### src/hw/apb_bus_pkg.sv
//##########################################################
// AHB/APB fabric definitions: address map, bus widths,
// AHB response codes and bridge sequencer state codes
//##########################################################
`default_nettype none

package apb_bus_pkg;

  // bus widths
  localparam int ADDR_W = 32;
  localparam int DATA_W = 32;

  // slot field sits at haddr[15:12]
  localparam int SLOT_LSB  = 12;
  localparam int SLOT_W    = 4;
  localparam int NUM_SLOTS = 2;

  localparam logic [SLOT_W-1:0] SLOT_TIMER0 = 4'd0;
  localparam logic [SLOT_W-1:0] SLOT_TIMER1 = 4'd1;

  // offset bits forwarded to every peripheral
  localparam int REG_OFFS_W = 8;

  // AHB response, only two codes used here
  typedef logic [1:0] hresp_t;
  localparam hresp_t HRESP_OKAY  = 2'b00;
  localparam hresp_t HRESP_ERROR = 2'b01;

  // bridge sequencer states
  localparam int SEQ_W = 3;
  localparam logic [SEQ_W-1:0] SEQ_IDLE   = 3'd0;
  localparam logic [SEQ_W-1:0] SEQ_SETUP  = 3'd1;
  localparam logic [SEQ_W-1:0] SEQ_ACCESS = 3'd2;
  localparam logic [SEQ_W-1:0] SEQ_ERR1   = 3'd3;
  localparam logic [SEQ_W-1:0] SEQ_ERR2   = 3'd4;

endpackage

`default_nettype wire

### src/hw/timer_pkg.sv
//##########################################################
// timer block definitions: channel count, counter width,
// register offsets and control bit positions
//##########################################################
`default_nettype none

package timer_pkg;

  localparam int TIMER_CHANNELS = 2;
  localparam int CNT_W          = 32;

  // offset bit 4 picks the channel, stride 0x10
  localparam int CH_SEL_BIT = 4;

  // register offsets inside one channel
  localparam logic [CH_SEL_BIT-1:0] REG_LOAD   = 4'h0;
  localparam logic [CH_SEL_BIT-1:0] REG_VALUE  = 4'h4;
  localparam logic [CH_SEL_BIT-1:0] REG_CTRL   = 4'h8;
  localparam logic [CH_SEL_BIT-1:0] REG_INTCLR = 4'hC;

  // control register bits
  localparam int CTRL_EN_BIT = 0;
  localparam int CTRL_IE_BIT = 1;

endpackage

`default_nettype wire

### src/hw/ahb_apb_seq.sv
//##########################################################
// AHB-lite to APB bridge sequencer
// idle -> setup -> access for mapped slots
// two-cycle error response for unmapped slots
//##########################################################
`timescale 1ns/1ps
`default_nettype none

module ahb_apb_seq (
  input  logic                             i_per_clk,
  input  logic                             i_arst_n,
  input  logic                             i_hsel,
  input  logic [apb_bus_pkg::ADDR_W-1:0]   i_haddr,
  input  logic                             i_hwrite,
  input  logic [apb_bus_pkg::DATA_W-1:0]   i_hwdata,
  input  logic                             i_slot_valid,
  input  logic [apb_bus_pkg::DATA_W-1:0]   i_rdata,
  output logic                             o_hready,
  output apb_bus_pkg::hresp_t              o_hresp,
  output logic [apb_bus_pkg::DATA_W-1:0]   o_hrdata,
  output logic [apb_bus_pkg::ADDR_W-1:0]   o_slot_addr,
  output logic                             o_psel_en,
  output logic                             o_penable,
  output logic                             o_pwrite,
  output logic [apb_bus_pkg::DATA_W-1:0]   o_pwdata,
  output logic [apb_bus_pkg::REG_OFFS_W-1:0] o_paddr
);

  logic [apb_bus_pkg::SEQ_W-1:0]  state_q;
  logic [apb_bus_pkg::SEQ_W-1:0]  state_nxt;
  logic                           accept;
  logic [apb_bus_pkg::ADDR_W-1:0] haddr_q;
  logic                           hwrite_q;
  logic [apb_bus_pkg::DATA_W-1:0] pwdata_q;
  logic [apb_bus_pkg::DATA_W-1:0] hrdata_q;

  // ready in idle and in the last error cycle
  assign o_hready = (state_q == apb_bus_pkg::SEQ_IDLE) || (state_q == apb_bus_pkg::SEQ_ERR2);
  assign o_hresp  = ((state_q == apb_bus_pkg::SEQ_ERR1) || (state_q == apb_bus_pkg::SEQ_ERR2))
                    ? apb_bus_pkg::HRESP_ERROR : apb_bus_pkg::HRESP_OKAY;
  assign accept   = i_hsel && o_hready;

  // live address while ready so the slot check lines up with accept
  assign o_slot_addr = o_hready ? i_haddr : haddr_q;

  // APB control from state
  assign o_psel_en = (state_q == apb_bus_pkg::SEQ_SETUP) || (state_q == apb_bus_pkg::SEQ_ACCESS);
  assign o_penable = (state_q == apb_bus_pkg::SEQ_ACCESS);
  assign o_pwrite  = hwrite_q;
  assign o_paddr   = haddr_q[apb_bus_pkg::REG_OFFS_W-1:0];
  assign o_hrdata  = hrdata_q;

  // setup is the AHB data phase and takes hwdata straight through
  assign o_pwdata = (state_q == apb_bus_pkg::SEQ_SETUP) ? i_hwdata : pwdata_q;

  always_comb begin
    state_nxt = state_q;
    case (state_q)
      apb_bus_pkg::SEQ_IDLE, apb_bus_pkg::SEQ_ERR2: begin
        if (accept) begin
          state_nxt = i_slot_valid ? apb_bus_pkg::SEQ_SETUP : apb_bus_pkg::SEQ_ERR1;
        end else begin
          state_nxt = apb_bus_pkg::SEQ_IDLE;
        end
      end
      apb_bus_pkg::SEQ_SETUP:  state_nxt = apb_bus_pkg::SEQ_ACCESS;
      apb_bus_pkg::SEQ_ACCESS: state_nxt = apb_bus_pkg::SEQ_IDLE;
      apb_bus_pkg::SEQ_ERR1:   state_nxt = apb_bus_pkg::SEQ_ERR2;
      default:                 state_nxt = apb_bus_pkg::SEQ_IDLE;
    endcase
  end

  always_ff @(posedge i_per_clk or negedge i_arst_n) begin
    if (!i_arst_n) begin
      state_q  <= apb_bus_pkg::SEQ_IDLE;
      hwrite_q <= 1'b0;
    end else begin
      state_q <= state_nxt;
      if (accept) begin
        hwrite_q <= i_hwrite;
      end
    end
  end

  // address, write data and read data
  always_ff @(posedge i_per_clk or negedge i_arst_n) begin
    if (!i_arst_n) begin
      haddr_q  <= '0;
      pwdata_q <= '0;
      hrdata_q <= '0;
    end else begin
      if (accept) begin
        haddr_q <= i_haddr;
      end
      if (state_q == apb_bus_pkg::SEQ_SETUP) begin
        pwdata_q <= i_hwdata;
      end
      // sampled at end of access and shown in completion cycle
      if (state_q == apb_bus_pkg::SEQ_ACCESS) begin
        hrdata_q <= i_rdata;
      end
    end
  end

endmodule

`default_nettype wire

### src/hw/apb_periph_top.sv
//##########################################################
// peripheral top: AHB-lite to APB bridge, slot decoder
// and two timer blocks, interrupts as one vector
//##########################################################
`timescale 1ns/1ps
`default_nettype none

module apb_periph_top (
  input  logic                                   i_per_clk,
  input  logic                                   i_arst_n,
  input  logic                                   i_hsel,
  input  logic [apb_bus_pkg::ADDR_W-1:0]         i_haddr,
  input  logic                                   i_hwrite,
  input  logic [apb_bus_pkg::DATA_W-1:0]         i_hwdata,
  output logic                                   o_hready,
  output apb_bus_pkg::hresp_t                    o_hresp,
  output logic [apb_bus_pkg::DATA_W-1:0]         o_hrdata,
  output logic [2*timer_pkg::TIMER_CHANNELS-1:0] o_int_vld
);

  // shared APB fabric
  logic [apb_bus_pkg::ADDR_W-1:0]     slot_addr;
  logic                               slot_valid;
  logic                               psel_en;
  logic                               penable;
  logic                               pwrite;
  logic [apb_bus_pkg::DATA_W-1:0]     pwdata;
  logic [apb_bus_pkg::REG_OFFS_W-1:0] paddr;
  logic [apb_bus_pkg::DATA_W-1:0]     rdata;
  // per slot
  logic                               psel0;
  logic                               psel1;
  logic [apb_bus_pkg::DATA_W-1:0]     prdata0;
  logic [apb_bus_pkg::DATA_W-1:0]     prdata1;

  ahb_apb_seq x_ahb_apb_seq (
    .i_per_clk    (i_per_clk ),
    .i_arst_n     (i_arst_n  ),
    .i_hsel       (i_hsel    ),
    .i_haddr      (i_haddr   ),
    .i_hwrite     (i_hwrite  ),
    .i_hwdata     (i_hwdata  ),
    .i_slot_valid (slot_valid),
    .i_rdata      (rdata     ),
    .o_hready     (o_hready  ),
    .o_hresp      (o_hresp   ),
    .o_hrdata     (o_hrdata  ),
    .o_slot_addr  (slot_addr ),
    .o_psel_en    (psel_en   ),
    .o_penable    (penable   ),
    .o_pwrite     (pwrite    ),
    .o_pwdata     (pwdata    ),
    .o_paddr      (paddr     )
  );

  apb_slot_decode x_slot_decode (
    .i_slot_addr  (slot_addr ),
    .i_psel_en    (psel_en   ),
    .i_prdata0    (prdata0   ),
    .i_prdata1    (prdata1   ),
    .o_psel0      (psel0     ),
    .o_psel1      (psel1     ),
    .o_slot_valid (slot_valid),
    .o_rdata      (rdata     )
  );

  // slot 0, interrupts in the low bits
  timer_regs x_timer0 (
    .i_per_clk (i_per_clk                                  ),
    .i_arst_n  (i_arst_n                                   ),
    .i_psel    (psel0                                      ),
    .i_penable (penable                                    ),
    .i_pwrite  (pwrite                                     ),
    .i_paddr   (paddr                                      ),
    .i_pwdata  (pwdata                                     ),
    .o_prdata  (prdata0                                    ),
    .o_int     (o_int_vld[timer_pkg::TIMER_CHANNELS-1:0]   )
  );

  // slot 1, interrupts in the high bits
  timer_regs x_timer1 (
    .i_per_clk (i_per_clk                                                        ),
    .i_arst_n  (i_arst_n                                                         ),
    .i_psel    (psel1                                                            ),
    .i_penable (penable                                                          ),
    .i_pwrite  (pwrite                                                           ),
    .i_paddr   (paddr                                                            ),
    .i_pwdata  (pwdata                                                           ),
    .o_prdata  (prdata1                                                          ),
    .o_int     (o_int_vld[2*timer_pkg::TIMER_CHANNELS-1:timer_pkg::TIMER_CHANNELS])
  );

endmodule

`default_nettype wire

### src/hw/apb_slot_decode.sv
//##########################################################
// APB slot decoder: slot select from the address
// and read-data multiplexer
//##########################################################
`timescale 1ns/1ps
`default_nettype none

module apb_slot_decode (
  input  logic [apb_bus_pkg::ADDR_W-1:0] i_slot_addr,
  input  logic                           i_psel_en,
  input  logic [apb_bus_pkg::DATA_W-1:0] i_prdata0,
  input  logic [apb_bus_pkg::DATA_W-1:0] i_prdata1,
  output logic                           o_psel0,
  output logic                           o_psel1,
  output logic                           o_slot_valid,
  output logic [apb_bus_pkg::DATA_W-1:0] o_rdata
);

  logic [apb_bus_pkg::SLOT_W-1:0]    slot;
  logic [apb_bus_pkg::NUM_SLOTS-1:0] slot_hit;

  // slot field of the address
  assign slot = i_slot_addr[apb_bus_pkg::SLOT_LSB +: apb_bus_pkg::SLOT_W];

  // fixed map, one hit bit per slot
  assign slot_hit[0] = (slot == apb_bus_pkg::SLOT_TIMER0);
  assign slot_hit[1] = (slot == apb_bus_pkg::SLOT_TIMER1);

  // anything else gets the error response
  assign o_slot_valid = |slot_hit;

  assign o_psel0 = i_psel_en && slot_hit[0];
  assign o_psel1 = i_psel_en && slot_hit[1];

  // read data of the addressed slot, zero if unmapped
  always_comb begin
    o_rdata = '0;
    if (slot_hit[0]) begin
      o_rdata = i_prdata0;
    end
    if (slot_hit[1]) begin
      o_rdata = i_prdata1;
    end
  end

endmodule

`default_nettype wire

### src/hw/timer_channel.sv
//##########################################################
// timer channel: reloading down counter
// with a one-cycle expiry flag
//##########################################################
`timescale 1ns/1ps
`default_nettype none

module timer_channel (
  input  logic                           i_per_clk,
  input  logic                           i_arst_n,
  input  logic                           i_load_we,
  input  logic [apb_bus_pkg::DATA_W-1:0] i_load_val,
  input  logic                           i_enable,
  output logic [timer_pkg::CNT_W-1:0]    o_count,
  output logic                           o_expire
);

  logic [timer_pkg::CNT_W-1:0] count_q;

  assign o_count = count_q;

  // high while the counter reads 0 and is running
  // the reload and the status set take place on this edge
  assign o_expire = i_enable && !i_load_we && (count_q == '0);

  always_ff @(posedge i_per_clk or negedge i_arst_n) begin
    if (!i_arst_n) begin
      count_q <= '0;
    end else if (i_load_we) begin
      // bus write of LOAD restarts the count
      count_q <= i_load_val;
    end else if (i_enable) begin
      if (count_q == '0) begin
        count_q <= i_load_val;
      end else begin
        count_q <= count_q - 1'b1;
      end
    end
  end

endmodule

`default_nettype wire

### src/hw/timer_regs.sv
//##########################################################
// timer block register file: load, control and status
// per channel, interrupt mask, APB read mux
//##########################################################
`timescale 1ns/1ps
`default_nettype none

module timer_regs (
  input  logic                                   i_per_clk,
  input  logic                                   i_arst_n,
  input  logic                                   i_psel,
  input  logic                                   i_penable,
  input  logic                                   i_pwrite,
  input  logic [apb_bus_pkg::REG_OFFS_W-1:0]     i_paddr,
  input  logic [apb_bus_pkg::DATA_W-1:0]         i_pwdata,
  output logic [apb_bus_pkg::DATA_W-1:0]         o_prdata,
  output logic [timer_pkg::TIMER_CHANNELS-1:0]   o_int
);

  logic                                wr_en;
  logic [timer_pkg::CH_SEL_BIT-1:0]    reg_offs;
  logic [apb_bus_pkg::DATA_W-1:0]      ch_rdata [timer_pkg::TIMER_CHANNELS];

  // writes land on the access cycle
  assign wr_en    = i_psel && i_penable && i_pwrite;
  assign reg_offs = i_paddr[timer_pkg::CH_SEL_BIT-1:0];

  for (genvar c = 0; c < timer_pkg::TIMER_CHANNELS; c++) begin : g_ch
    logic                            ch_hit;
    logic                            load_we;
    logic                            ctrl_we;
    logic                            clr_we;
    logic                            expire;
    logic [timer_pkg::CNT_W-1:0]     load_q;
    logic [timer_pkg::CNT_W-1:0]     load_src;
    logic [timer_pkg::CNT_W-1:0]     count;
    logic [timer_pkg::CTRL_IE_BIT:0] ctrl_q;
    logic                            status_q;

    assign ch_hit  = (i_paddr[timer_pkg::CH_SEL_BIT] == 1'(c));
    assign load_we = wr_en && ch_hit && (reg_offs == timer_pkg::REG_LOAD);
    assign ctrl_we = wr_en && ch_hit && (reg_offs == timer_pkg::REG_CTRL);
    assign clr_we  = wr_en && ch_hit && (reg_offs == timer_pkg::REG_INTCLR);

    // new value goes to the counter in the same edge as load_q
    assign load_src = load_we ? i_pwdata : load_q;

    always_ff @(posedge i_per_clk or negedge i_arst_n) begin
      if (!i_arst_n) begin
        load_q   <= '0;
        ctrl_q   <= '0;
        status_q <= 1'b0;
      end else begin
        if (load_we) begin
          load_q <= i_pwdata;
        end
        if (ctrl_we) begin
          ctrl_q <= i_pwdata[timer_pkg::CTRL_IE_BIT:0];
        end
        // expiry wins over a clear in the same cycle
        if (expire) begin
          status_q <= 1'b1;
        end else if (clr_we) begin
          status_q <= 1'b0;
        end
      end
    end

    timer_channel x_channel (
      .i_per_clk  (i_per_clk                      ),
      .i_arst_n   (i_arst_n                       ),
      .i_load_we  (load_we                        ),
      .i_load_val (load_src                       ),
      .i_enable   (ctrl_q[timer_pkg::CTRL_EN_BIT] ),
      .o_count    (count                          ),
      .o_expire   (expire                         )
    );

    // masked interrupt
    assign o_int[c] = status_q && ctrl_q[timer_pkg::CTRL_IE_BIT];

    // per-channel read mux, VALUE is read only
    always_comb begin
      case (reg_offs)
        timer_pkg::REG_LOAD:   ch_rdata[c] = load_q;
        timer_pkg::REG_VALUE:  ch_rdata[c] = count;
        timer_pkg::REG_CTRL:   ch_rdata[c] = {{(apb_bus_pkg::DATA_W-timer_pkg::CTRL_IE_BIT-1){1'b0}},
                                              ctrl_q};
        timer_pkg::REG_INTCLR: ch_rdata[c] = {{(apb_bus_pkg::DATA_W-1){1'b0}}, status_q};
        default:               ch_rdata[c] = '0;
      endcase
    end
  end

  // drive read data only while selected
  assign o_prdata = i_psel ? ch_rdata[i_paddr[timer_pkg::CH_SEL_BIT]] : '0;

endmodule

`default_nettype wire

### config.mk
export PLATFORM = sky130hd
export DESIGN_NAME = apb_periph_top
export DESIGN_NICKNAME = d
export VERILOG_FILES = /design/src/hw/apb_bus_pkg.sv /design/src/hw/timer_pkg.sv /design/src/hw/ahb_apb_seq.sv /design/src/hw/apb_periph_top.sv /design/src/hw/apb_slot_decode.sv /design/src/hw/timer_channel.sv /design/src/hw/timer_regs.sv
export SDC_FILE = /design/constraint.sdc
export NUM_CORES = 1
export LEC_CHECK = 0
export BUFFER_PORTS_ARGS = -buffer_cell sky130_fd_sc_hd__buf_2
export CAP_MARGIN = 20
export CORE_UTILIZATION = 23
export CTS_CLUSTER_SIZE = 30
export DETAILED_ROUTE_END_ITERATION = 10
export SKIP_LAST_GASP = 1
export SLEW_MARGIN = 20
export SYNTH_ARGS = -nofsm -noshare
export SYNTH_HDL_FRONTEND = slang
export SYNTH_HIERARCHICAL = 1
export SYNTH_SLANG_ARGS = --single-unit
### constraint.sdc
create_clock -name i_per_clk -period 6.8 [get_ports i_per_clk]
set_input_delay 1.36 -clock i_per_clk [delete_from_list [all_inputs] [get_ports i_per_clk]]
set_output_delay 1.36 -clock i_per_clk [all_outputs]
set_load 0.01 [all_outputs]
==> results of run 1 <==
-- flip-flops by register name, indices dropped and copies added (netlist names), 4 cells and up --
| signal | flops |
|---|---|
| x_timer1/g_ch.ctrl_q | 4 |
| x_timer1/g_ch.x_channel/o_count | 64 |
| x_ahb_apb_seq/o_hrdata | 32 |
| x_timer0/g_ch.x_channel/o_count | 64 |
| x_timer0/g_ch.ctrl_q | 4 |
| x_ahb_apb_seq/haddr_q | 9 |
| x_timer1/g_ch.load_q | 64 |
| x_ahb_apb_seq/pwdata_q | 32 |
| x_timer0/g_ch.load_q | 64 |
-- report_power, final --
group / internal (W) / switching (W)
registers: 0.00227 / 0.000289
logic: 0.000895 / 0.00144
clock network: 0.00129 / 0.000897
-- per-stage QoR --
step | utilization | total power [W] | instances | hold WS [ns] | worst slack, ns
after floorplan | - | 0.004162 | 1855 | 0.4594 | 2.574
after global placement | 0.2483 | 0.004852 | 3001 | 0.4852 | 1.518
after detailed placement | 0.2483 | 0.004892 | 3001 | 0.4916 | 1.538
after CTS | 0.2635 | 0.007098 | 3074 | 0.5077 | 2.049
after global routing | 0.2636 | 0.007394 | 3076 | 0.5239 | 1.661
final | 0.2636 | 0.007081 | 3076 | 0.5067 | 1.981
-- worst register-to-register path, delay by kind of cell, from the launching register on --
kind	cells	cell delay [ns]
flops	1	0.51
buf+inv	4	1.06
mux	1	0.36
compound gates	2	0.45
simple gates	8	2.36
-- worst max-delay path by stage --
stage / cells after the start / endpoint / slack, ns / from
3_5_place_dp: 15 / x_timer0/g_ch[0].x_channel/o_count[15] / 1.54 / i_haddr[15]
2_1_floorplan: 12 / x_timer0/g_ch[1].x_channel/o_count[30] / 2.57 / i_haddr[15]
4_1_cts: 15 / x_timer0/g_ch[0].x_channel/o_count[15] / 2.05 / x_ahb_apb_seq/state_q[1]
3_3_place_gp: 15 / x_timer0/g_ch[0].x_channel/o_count[15] / 1.52 / i_haddr[15]
5_1_grt: 15 / x_timer0/g_ch[0].x_channel/o_count[15] / 1.66 / x_ahb_apb_seq/state_q[1]
6_report: 15 / x_timer0/g_ch[0].x_channel/o_count[15] / 1.98 / x_ahb_apb_seq/state_q[1]
-- layout by cell type, fill, tap and decap left out, drive strengths merged, types with 45 or more instances in the layout --
cell type and count:
nor2 154, o21ai 56, dfrtp 345, nor2b 66, buf 115, nor4 56
nand2 100, mux4 60, a21oi 45, nand3 74, clkbuf 58, mux2 220
nor3 80
-- layer usage --
layer,global-route usage,up-vias
met2,0.2115,800
li1,-,7170
met3,0.03868,105
met5,0,-
met4,0.04017,14
met1,0.2165,8090
-- area by class of cell --
type                            count  area, um^2  area share
Tap cell                         1155        1445     0.06299
Sequential cell                   345        8641      0.3766
Clock buffer                       58        1150     0.05012
Antenna cell                        1       2.502   0.0001091
Timing Repair Buffer              115       709.4     0.03092
Clock inverter                     15       167.7    0.007308
Multi-Input combinational cell   1348       10680      0.4655
Inverter                           39       146.4    0.006381
==> results by stage, run 1 <==
Layout:
- Summing all non-filler instances in the final layout gives an area of 22,940 um^2.
- The share of final-layout standard cells stronger than drive strength 1 is 0.2729.
- The net count of the finished layout is 1,965.
- The number of filler cells placed in the layout is 9,180.
- The area growth from synthesis to layout is 13.33%.

Worst setup path:
- The worst register-to-register path has a setup slack of 1.98 ns.
- The largest stage delay on the critical path is 0.54 ns.
- Together, buffers and inverters on the worst path number 4.
- In this run the critical register-to-register path is captured at x_timer0/g_ch[0].x_channel/o_count[15].
- At the worst endpoint, the arrival time is 5.32 ns.
- The critical path goes through nor2_2 -> mux2_2 -> or3_1 -> buf_4 -> nor3b_1 -> nand3_1 -> nor2_1 -> nand2_2 -> buf_4 -> inv_1 -> inv_1 -> nand2_1 -> nor4_1 -> a311oi_1 -> o31a_1.
- For the worst setup path, the data required time is 7.30 ns.
- STA classifies the critical path startpoint as a flip-flop.
- The kind of end point of the critical path is a flip-flop.
- The startpoint identified for the worst register-to-register timing path is x_ahb_apb_seq/state_q[1].
- The worst-path cell with the longest stage delay is sky130_fd_sc_hd__nand2_1.
- Counting cells, the worst reg-to-reg path comes to 15.
- By startpoint and endpoint, the worst setup path is classified as reg2reg.
- The family with the most delay on the worst path is simple AND/OR/NAND/NOR gates.
- Of all nets on the critical path, the largest fanout is 34.

Global route:
- The overall fraction of global-route tracks in use is 0.1476.
- The wire length of the first global-routing pass is 101,300 um.
- The number of antenna violations at the first check in global routing is 9.
- The via count of the first global-routing pass is 15,240.
- The largest net degree at the start of global routing is 100.
- After global routing the overflow that remains totals 0.

Die:
- The width of the chip is 298.7 um.
- The die area is 89,200 um^2.
- The site row count is 108.
- The starting density of the core is 0.2326.
- The total area inside the core boundary comes to 87,020 um^2.
- The floorplan die height is 298.7 um.
- The number of primary I/O pins is 107.

Detailed routing:
- The post-detailed-routing wire length is 67,230 um.
- The wire length per cell is 21.86 um.
- After detailed routing, the number of vias per cell comes to 5.260.
- After detailed routing, the met3 layer carries 6761 um of wire.
- Summing over every cut layer, the via total after detailed routing is 16,180.
- The first detailed-routing pass took 7 iterations.
- After the first detailed-routing iteration, the DRC count stood at 1,948.
- The wire length on met2 is 28,300 um.
- The detailed router used layers up to and including met5.
- The routed metal-1 wirelength is 30,350 um.
- The number of routed nets with antenna violations is 0.
- After detailed routing, the number of remaining DRC violations is 0.

STA:
- Setup repair after global routing left no endpoint under its margin.
- At the pin with the least slew margin, the transition time is 1.115 ns.
- The shortest clock period the worst path allows after layout is 4.819 ns.
- The number of pins with negative max-slew slack in the final report is 0.
- In the finished design, the share of the clock period the worst path needs comes to 0.7087.
- The largest clock skew in the final design is 0.01275 ns.
- After routing, the total negative slack on setup checks comes to 0 ns.
- The worst max-slew margin expressed relative to the limit is 0.2539.
- Setup violations remaining at the end of the flow were counted as 0.
- The number of hold violations in the final report was 0.
- Derived from the worst setup path, the maximum achievable clock frequency is 207.5 MHz.

Synth:
- Summing every instance area after synthesis gives 20,240 um^2.
- The average cell area after synthesis is 10.91 um^2.
- Synthesis produced a netlist with a net count of 1,931.
- Yosys printed 6 warnings.
- Synthesis produced a netlist whose cell count is 1,855.

Clock tree:
- The post-cts sizing count is 0.
- The sink count of the clock tree is 345.
- The clock latency on the worst-skew pair is 0.57 ns.
- The TritonCTS clock tree is built.
- The post-CTS repair timing setup buffer count is 0.
- The maximum buffer depth of the clock tree is 3.
- Clock-pin slew was measured on the worst setup and hold paths at 0.05 ns.
- For this design, the CTS-stage hold fixing added 0 buffers.
- The number of levels the H-tree was split into is 2.
- The CTS buffer count is 40.
- The cell at the root of the clock tree is sky130_fd_sc_hd__clkbuf_16.

Power and ir drop:
- The worst-case IR drop observed on VDD is 232.0 uV.
- The power density over the cells is 308.6 nW/um^2.
- Summed over all cells, the static leakage comes to 9.644 nW.

Place:
- The HPWL after detailed placement is 49,330 um.
- The number of port buffers is 82.
- The final weighted congestion in routability-driven placement is 0.9486.
- The instance area at placement is 21,610 um^2.

Hold path:
- The capture endpoint of the worst hold path is x_ahb_apb_seq/haddr_q[14].
- The depth of the worst hold-timing path is 1.
- The worst hold path begins at x_ahb_apb_seq/haddr_q[14].
- The worst hold-check path type is reg2reg.

Flow run:
- Max-cap violations in this run came to 0.

Run status:
- The flow ran to the end, and the final reports show no timing, DRC or antenna violations.
Power figures use the tool's default switching activity.
==> inputs of run 2 (changes only) <==
==> constraint.sdc (replaced) <==
create_clock -name i_per_clk -period 4.2 [get_ports i_per_clk]
set_input_delay 0.84 -clock i_per_clk [delete_from_list [all_inputs] [get_ports i_per_clk]]
set_output_delay 0.84 -clock i_per_clk [all_outputs]
set_load 0.01 [all_outputs]
==> run 2 against run 1 <==
Net effect:
- die area is the same
- maximum frequency increased by 26%
- utilization up 0.33 points
- global-route usage rose by 0.21 points
- sequential share of layout area decreased by 0.46 points
- cell count grew 1.1%
- combinational power increased by 64%
- sequential power rose by 62%
- total power grew 63%
- critical path type unchanged
- critical endpoint is now x_timer0/g_ch[1].x_channel/o_count[15]
==> results by stage, run 2 (same netlist as run 1, synthesis figures left out) <==
Worst setup path:
- On the worst path, the slowest cell contributes a delay of 0.44 ns.
- Counting both buffers and inverters, the worst setup path holds a total of 3.
- On the critical path the largest part of the delay comes from simple AND/OR/NAND/NOR gates.
- For the worst setup path, the data arrival time is 4.31 ns.
- The largest driver fanout on the critical path is 31.
- The startpoint-to-endpoint class of the critical path is reg2reg.
- The worst-path cell with the longest stage delay is sky130_fd_sc_hd__or3_1.
- STA classifies the critical path startpoint as a flip-flop.
- The kind of end point of the critical path is a flip-flop.
- The critical path goes through nor2_2 -> mux2_2 -> or3_1 -> nor3b_1 -> buf_4 -> nand4_1 -> nor3_4 -> buf_12 -> inv_1 -> nand2_1 -> nor4_1 -> a311oi_1 -> o31a_1.
- The worst path required time is 4.70 ns.

Detailed routing:
- The first detailed-routing pass ran for 6 iterations.
- For this run, design rule violations remaining after detail routing come to 0.
- After detailed routing, the average wire length per cell comes to 21.80 um.
- Dividing the detail-routed via count by the number of cells gives 5.288.
- The post-detailed-routing wire length is 67,800 um.
- The detail route stage leaves a number of antenna-violating nets equal to 0.
- The detailed router finished its first iteration with 1,914 violations.
- Detailed routing inserted a total of 16,450 vias.

STA:
- Static timing analysis puts the maximum clock frequency at 262.3 MHz.
- The setup violation total in the final timing report is 0.
- The largest clock skew in the final design is 0.01872 ns.
- The number of hold violations in the final report is 0.
- The shortest clock period the worst path allows after layout is 3.813 ns.
- The share of the clock period used by the worst path after layout is 0.9079.
- Adding up every negative setup slack in the final design gives 0 ns.
- The worst path setup slack after routing is 0.3870 ns.
- For the pin with the worst max-slew slack, the measured transition is 1.133 ns.
- Setup repair after global routing left no endpoint under its margin.
- The number of pins with negative max-slew slack in the final report is 0.
- In this run the tightest slew margin relative to its limit is 0.2422.

Clock tree:
- After clock tree synthesis, the clock-pin slew on the worst setup and hold paths is 0.06 ns.
- The clock latency on the worst-skew pair is 0.57 ns.
- CTS placed an instance of sky130_fd_sc_hd__clkbuf_16 at the clock tree root.
- The count of hold buffers inserted by post-cts repair is 0.
- The number of levels the H-tree was split into is 2.
- Clock tree synthesis found a total of 345 sinks.
- Clock tree synthesis inserted a total of 40 buffers.
- After clock tree synthesis, the repair step resized 0 gates.
- TritonCTS built the clock tree.
- Counting along the longest clock path gives a buffer depth of 3.
- The number of setup buffers added after CTS is 0.

Place:
- In this run the tool buffered the top-level ports with 82 buffer cells.
- Routability-driven placement finished with a final weighted congestion of 0.9392.
- The HPWL after detailed placement is 50,830 um.
- The worst slack at placement is 0.2812 ns.

Die:
- The floorplan die height is 298.7 um.
- The die is 298.7 um wide.
- The number of primary I/O pins is 107.
- The site row count is 108.
- The die covers 89,200 um^2.
- The floorplan core area is 87,020 um^2.
- For this configuration, the core starts out at a cell density of 0.2326.

Power and ir drop:
- For this design the static power due to leakage is 9.831 nW.
- The power density over the cells is 496.4 nW/um^2.
- The maximum ir drop on the vdd rail is 365.7 uV.

Flow run:
- The max-capacitance violation count is 0.

Global route:
- The wire length of the first global-routing pass is 102,900 um.
- Across every metal layer, demand over resource in global routing totals 0.1497.
- The via count of the first global-routing pass is 15,690.
- The number of antenna violations at the first check in global routing is 8.
- The largest net degree at the start of global routing is 106.
- The overflow left after global routing is 0.

Layout:
- From synthesis to final layout, the design area changed by 14.74%.
- In the final layout, the share of cells above drive strength 1 is 0.2878.
- The number of nets in the final layout is 1,999.
- The most common cell after layout, fill and taps aside is sky130_fd_sc_hd__dfrtp_1.
- In the layout the commonest cells are sky130_fd_sc_hd__dfrtp_1 (343), sky130_fd_sc_hd__mux2_2 (215), sky130_fd_sc_hd__nor2_1 (152).

Run status:
- The flow ran to the end, and the final reports show no timing, DRC or antenna violations.

Hold path:
- The worst hold path belongs to the class in2async.
run 2: area by class of cell:
type | instances | area (um^2)
Clock inverter | 15 | 152.6
Fill cell | 9157 | 63800
Sequential cell | 345 | 8641
Multi-Input combinational cell | 1348 | 10690
Clock buffer | 57 | 1176
Antenna cell | 2 | 5.005
Inverter | 39 | 146.4
Timing Repair Buffer | 149 | 973.4
Tap cell | 1155 | 1445
run 2: metal layers:
metal	share of wire	GRT usage	up-vias
met5	0.0012	0	-
met4	0.034	0.05250	12
met3	0.10	0.03875	133
met2	0.41	0.2081	831
met1	0.46	0.2208	8230
li1	-	-	7241
run 2: worst reg2reg max path: cells and delay by family (launching register included):
family                 cells  cell delay (ns)
AOI/OAI and AO/OA          2             0.46
buffers and inverters      3             0.63
DFF                        1             0.38
muxes                      1             0.37
and+or+nand+nor            7             1.89
run 2: power by group:
part           internal [W]  leakage [nW]  switching (W)
logic               0.00149          4.66        0.00234
registers           0.00367          4.52       0.000461
clock network       0.00208         0.652        0.00148
total               0.00724          9.83        0.00429
run 2: through the flow:
step / hold slack [ns] / utilization / instance area [um^2] / power (W) / std cells
after global routing: 0.4026 / 0.2668 / 23220 / 0.01205 / 3108
final: 0.3390 / 0.2669 / 23230 / 0.01153 / 3110
after CTS: 0.3622 / 0.2668 / 23220 / 0.01154 / 3108
after global placement: 0.4840 / 0.2515 / 21890 / 0.007927 / 3036
after detailed placement: 0.4907 / 0.2516 / 21890 / 0.007963 / 3036
after floorplan: 0.4594 / - / 20240 / 0.006739 / 1855
run 2: final timing paths:
kind,startpoint,to,slack [ns],cells after the start
max,x_ahb_apb_seq/state_q[1],x_timer0/g_ch[1].x_channel/o_count[15],0.39,13
min,i_arst_n,x_timer1/g_ch[0].x_channel/o_count[1],0.34,1
max reg2reg,x_ahb_apb_seq/state_q[1],x_timer0/g_ch[1].x_channel/o_count[15],0.39,13
min reg2reg,x_ahb_apb_seq/o_hrdata[17],x_ahb_apb_seq/o_hrdata[17],0.50,1
max in group asynchronous,i_arst_n,x_timer1/g_ch[0].x_channel/o_count[27],2.97,2
min in group i_per_clk,i_haddr[4],x_ahb_apb_seq/haddr_q[4],0.50,2
==> inputs of run 3 (changes only) <==
--- a/config.mk
+++ b/config.mk
@@ -5,11 +5,11 @@
 export SDC_FILE = /design/constraint.sdc
 export NUM_CORES = 1
 export LEC_CHECK = 0
-export BUFFER_PORTS_ARGS = -buffer_cell sky130_fd_sc_hd__buf_2
 export CAP_MARGIN = 20
 export CORE_UTILIZATION = 23
 export CTS_CLUSTER_SIZE = 30
 export DETAILED_ROUTE_END_ITERATION = 10
+export DONT_BUFFER_PORTS = 1
 export SKIP_LAST_GASP = 1
 export SLEW_MARGIN = 20
 export SYNTH_ARGS = -nofsm -noshare
==> run 3 against run 2 <==
Net effect:
- cell count shrank 2.5%
- largest power group unchanged
- total power shrank 1.2%
- clock power shrank 2%
==> results by stage, run 3 (same netlist as run 1, synthesis figures left out) <==
Run status:
- The run finished with clean final reports.

Die:
- In this run the standard cell core region covers 87,020 um^2.
- The width of the chip is 298.7 um.
- The site row count is 108.
- The die covers 89,200 um^2.
- The floorplan die height is 298.7 um.
- The starting density of the core is 0.2326.
- In this run the count of I/O pins placed on the die edge is 107.

Global route:
- The total overflow left after global routing is 0.
- The via count of the first global-routing pass came to 15,400.
- For this run, the total global-route usage over all layers was measured as 0.1518.
- Entering global routing, the biggest net connects 346 pins.
- The first global-routing pass estimated 103,600 um of wire.
- The number of antenna violations at the first check in global routing is 15.

Clock tree:
- The post-CTS repair timing setup buffer count is 0.
- Clock latency on the worst-skew pair, taken at its later pin, is 0.58 ns.
- TritonCTS built the clock tree.
- The clock tree synthesis step divided the H-tree into 2 levels.
- Once the clock tree was built, the resizer swapped 0 gates to a different size.
- After clock tree synthesis, the clock-pin slew on the worst setup and hold paths is 0.06 ns.
- Clock tree synthesis selected as its root buffer the cell sky130_fd_sc_hd__clkbuf_16.
- The clock net in this run drives a total of 345 sinks.
- The maximum buffer depth of the clock tree is 3.
- The CTS buffer count is 40.

STA:
- The routed design could run at a clock period as short as 3.694 ns.
- The share of the clock period used by the worst path after layout is 0.8795.
- The number of pins with negative max-slew slack in the final report was 0.
- Setup repair after global routing left no endpoint under its margin.
- Setup violations remaining at the end of the flow were counted as 0.
- Timing would allow up to 270.7 MHz.
- The total negative slack is 0 ns.
- The worst-margin pin slew is 1.122 ns.
- The worst max-slew margin expressed relative to the limit is 0.2497.
- The number of hold violations in the final report is 0.
- The largest clock skew in the final design is 0.02271 ns.

Layout:
- At the end of the flow, the number of nets in the layout was 1,917.
- The most common cell after layout, fill and taps aside is sky130_fd_sc_hd__dfrtp_1.
- In the layout the commonest cells are sky130_fd_sc_hd__dfrtp_1 (343), sky130_fd_sc_hd__mux2_2 (215), sky130_fd_sc_hd__nor2_1 (152).
- Summing all flip-flop and latch instances after layout gives 8641 um^2.
- In the final layout, the multi-input gates occupy 10,690 um^2.
- The number of filler cells placed in the layout is 9,224.
- The area growth from synthesis to final layout is 12.47%.
- Of the cells placed in the final design, the portion with a size suffix greater than 1 is 0.2500.

Power and ir drop:
- The power density over the cells is 500.5 nW/um^2.
- The reported leakage power is 9.410 nW.
- The design draws 0.01140 W.
- IR analysis of the VDD net gives a maximum drop of 775.0 uV.

Worst setup path:
- The largest single stage delay on the critical path is 0.42 ns.
- The kind of end point of the critical path is a flip-flop.
- In this run the worst path has a maximum fanout of 13.
- The startpoint-to-endpoint class of the critical path is reg2reg.
- The nature of the critical path startpoint is a flip-flop.
- The worst endpoint data arrival time is 4.15 ns.
- Together, buffers and inverters on the worst path number 3.
- The family with the most delay on the worst path is simple AND/OR/NAND/NOR gates.
- STA puts the critical path data required time at 4.66 ns.
- The signal on the critical path passes through nor2_2 -> mux2_2 -> or3_1 -> nor3b_1 -> buf_4 -> nand3_1 -> nor2_1 -> nand2_2 -> inv_1 -> buf_4 -> nor2b_1 -> nand3_1 -> nor2_1 -> a221o_1.
- On the critical path, the stage with the largest delay is an instance of sky130_fd_sc_hd__or3_1.

Hold path:
- The worst hold path belongs to the class in2async.

Detailed routing:
- After detailed routing, the number of vias per cell comes to 5.293.
- For this block, the via count after detailed routing is 16,040.
- Summed over all layers, the routed wires come to 68,970 um.
- Once detail routing completed, the nets flagged for antenna violations numbered 0.
- In the final routed layout, each cell accounts on average for 22.76 um.
- The count of unresolved DRC violations after routing is 0.
- The violation count after the first detailed-route iteration is 1,759.
- Before antenna repair, the detailed router went through 6 iterations.

Place:
- Input and output buffers added on the ports amount to 0.
- Routability-driven placement finished with a final weighted congestion of 0.9339.
- Detailed placement finished with a half-perimeter wire length of 50,360 um.

Flow run:
- The max-capacitance violation count is 0.
==> run 3: layout make-up <==
class                      instances  area share
multi-input combinational       1348      0.4694
sequential                       345      0.3795
tap                             1155     0.06347
clock buffer                      66     0.05309
timing repair buffer              67     0.02429
inverter                          39    0.006430
clock inverter                     7    0.003407
antenna                            4   0.0004396
==> run 3: power breakdown <==
group	internal, W	switching, W
sequential	0.00367	0.000464
combinational	0.00147	0.00231
clock	0.00203	0.00146
==> run 3: worst paths after layout <==
| path | startpoint | end | slack (ns) | cells after the start |
|---|---|---|---|---|
| max | x_ahb_apb_seq/state_q[1] | x_timer0/g_ch[0].x_channel/o_count[30] | 0.51 | 14 |
| min | i_arst_n | x_timer1/g_ch[0].load_q[10] | 0.03 | 0 |
| max reg2reg | x_ahb_apb_seq/state_q[1] | x_timer0/g_ch[0].x_channel/o_count[30] | 0.51 | 14 |
| min reg2reg | x_ahb_apb_seq/haddr_q[12] | x_ahb_apb_seq/haddr_q[12] | 0.51 | 1 |
| max in group asynchronous | i_arst_n | x_timer1/g_ch[0].x_channel/o_count[18] | 3.02 | 1 |
| min in group i_per_clk | i_haddr[4] | x_ahb_apb_seq/haddr_q[4] | 0.41 | 1 |
==> run 3: layer usage <==
metal,part of all wire,GRT usage,wire (um),up-vias
met5,0.0015,0,106,-
met4,0.026,0.04615,1761,20
met3,0.11,0.04391,7297,114
met2,0.42,0.2142,28870,765
met1,0.45,0.2211,30940,8072
li1,-,-,-,7073
==> run 3: stage by stage <==
stage	setup slack [ns]	std cells	util	hold WS [ns]	area, um^2
floorplan	0.4944	1855	-	0.4594	20240
global placement	0.4806	2949	0.2461	0.4846	21420
detailed placement	0.4377	2949	0.2462	0.4954	21420
CTS	0.5375	3022	0.2609	-0.02608	22710
global route	0.2872	3031	0.2616	0.001522	22770
finish	0.5062	3031	0.2616	0.03347	22770
==> run 3: worst reg2reg max path, stage by stage, from the launching register on <==
cell                      delay [ns]
sky130_fd_sc_hd__dfrtp_1        0.38
sky130_fd_sc_hd__nor2_2         0.24
sky130_fd_sc_hd__mux2_2         0.37
sky130_fd_sc_hd__or3_1          0.42
sky130_fd_sc_hd__nor3b_1        0.23
sky130_fd_sc_hd__buf_4          0.17
sky130_fd_sc_hd__nand3_1        0.12
sky130_fd_sc_hd__nor2_1         0.20
sky130_fd_sc_hd__nand2_2        0.13
sky130_fd_sc_hd__inv_1          0.14
sky130_fd_sc_hd__buf_4          0.22
sky130_fd_sc_hd__nor2b_1        0.22
sky130_fd_sc_hd__nand3_1        0.30
sky130_fd_sc_hd__nor2_1         0.12
sky130_fd_sc_hd__a221o_1        0.32
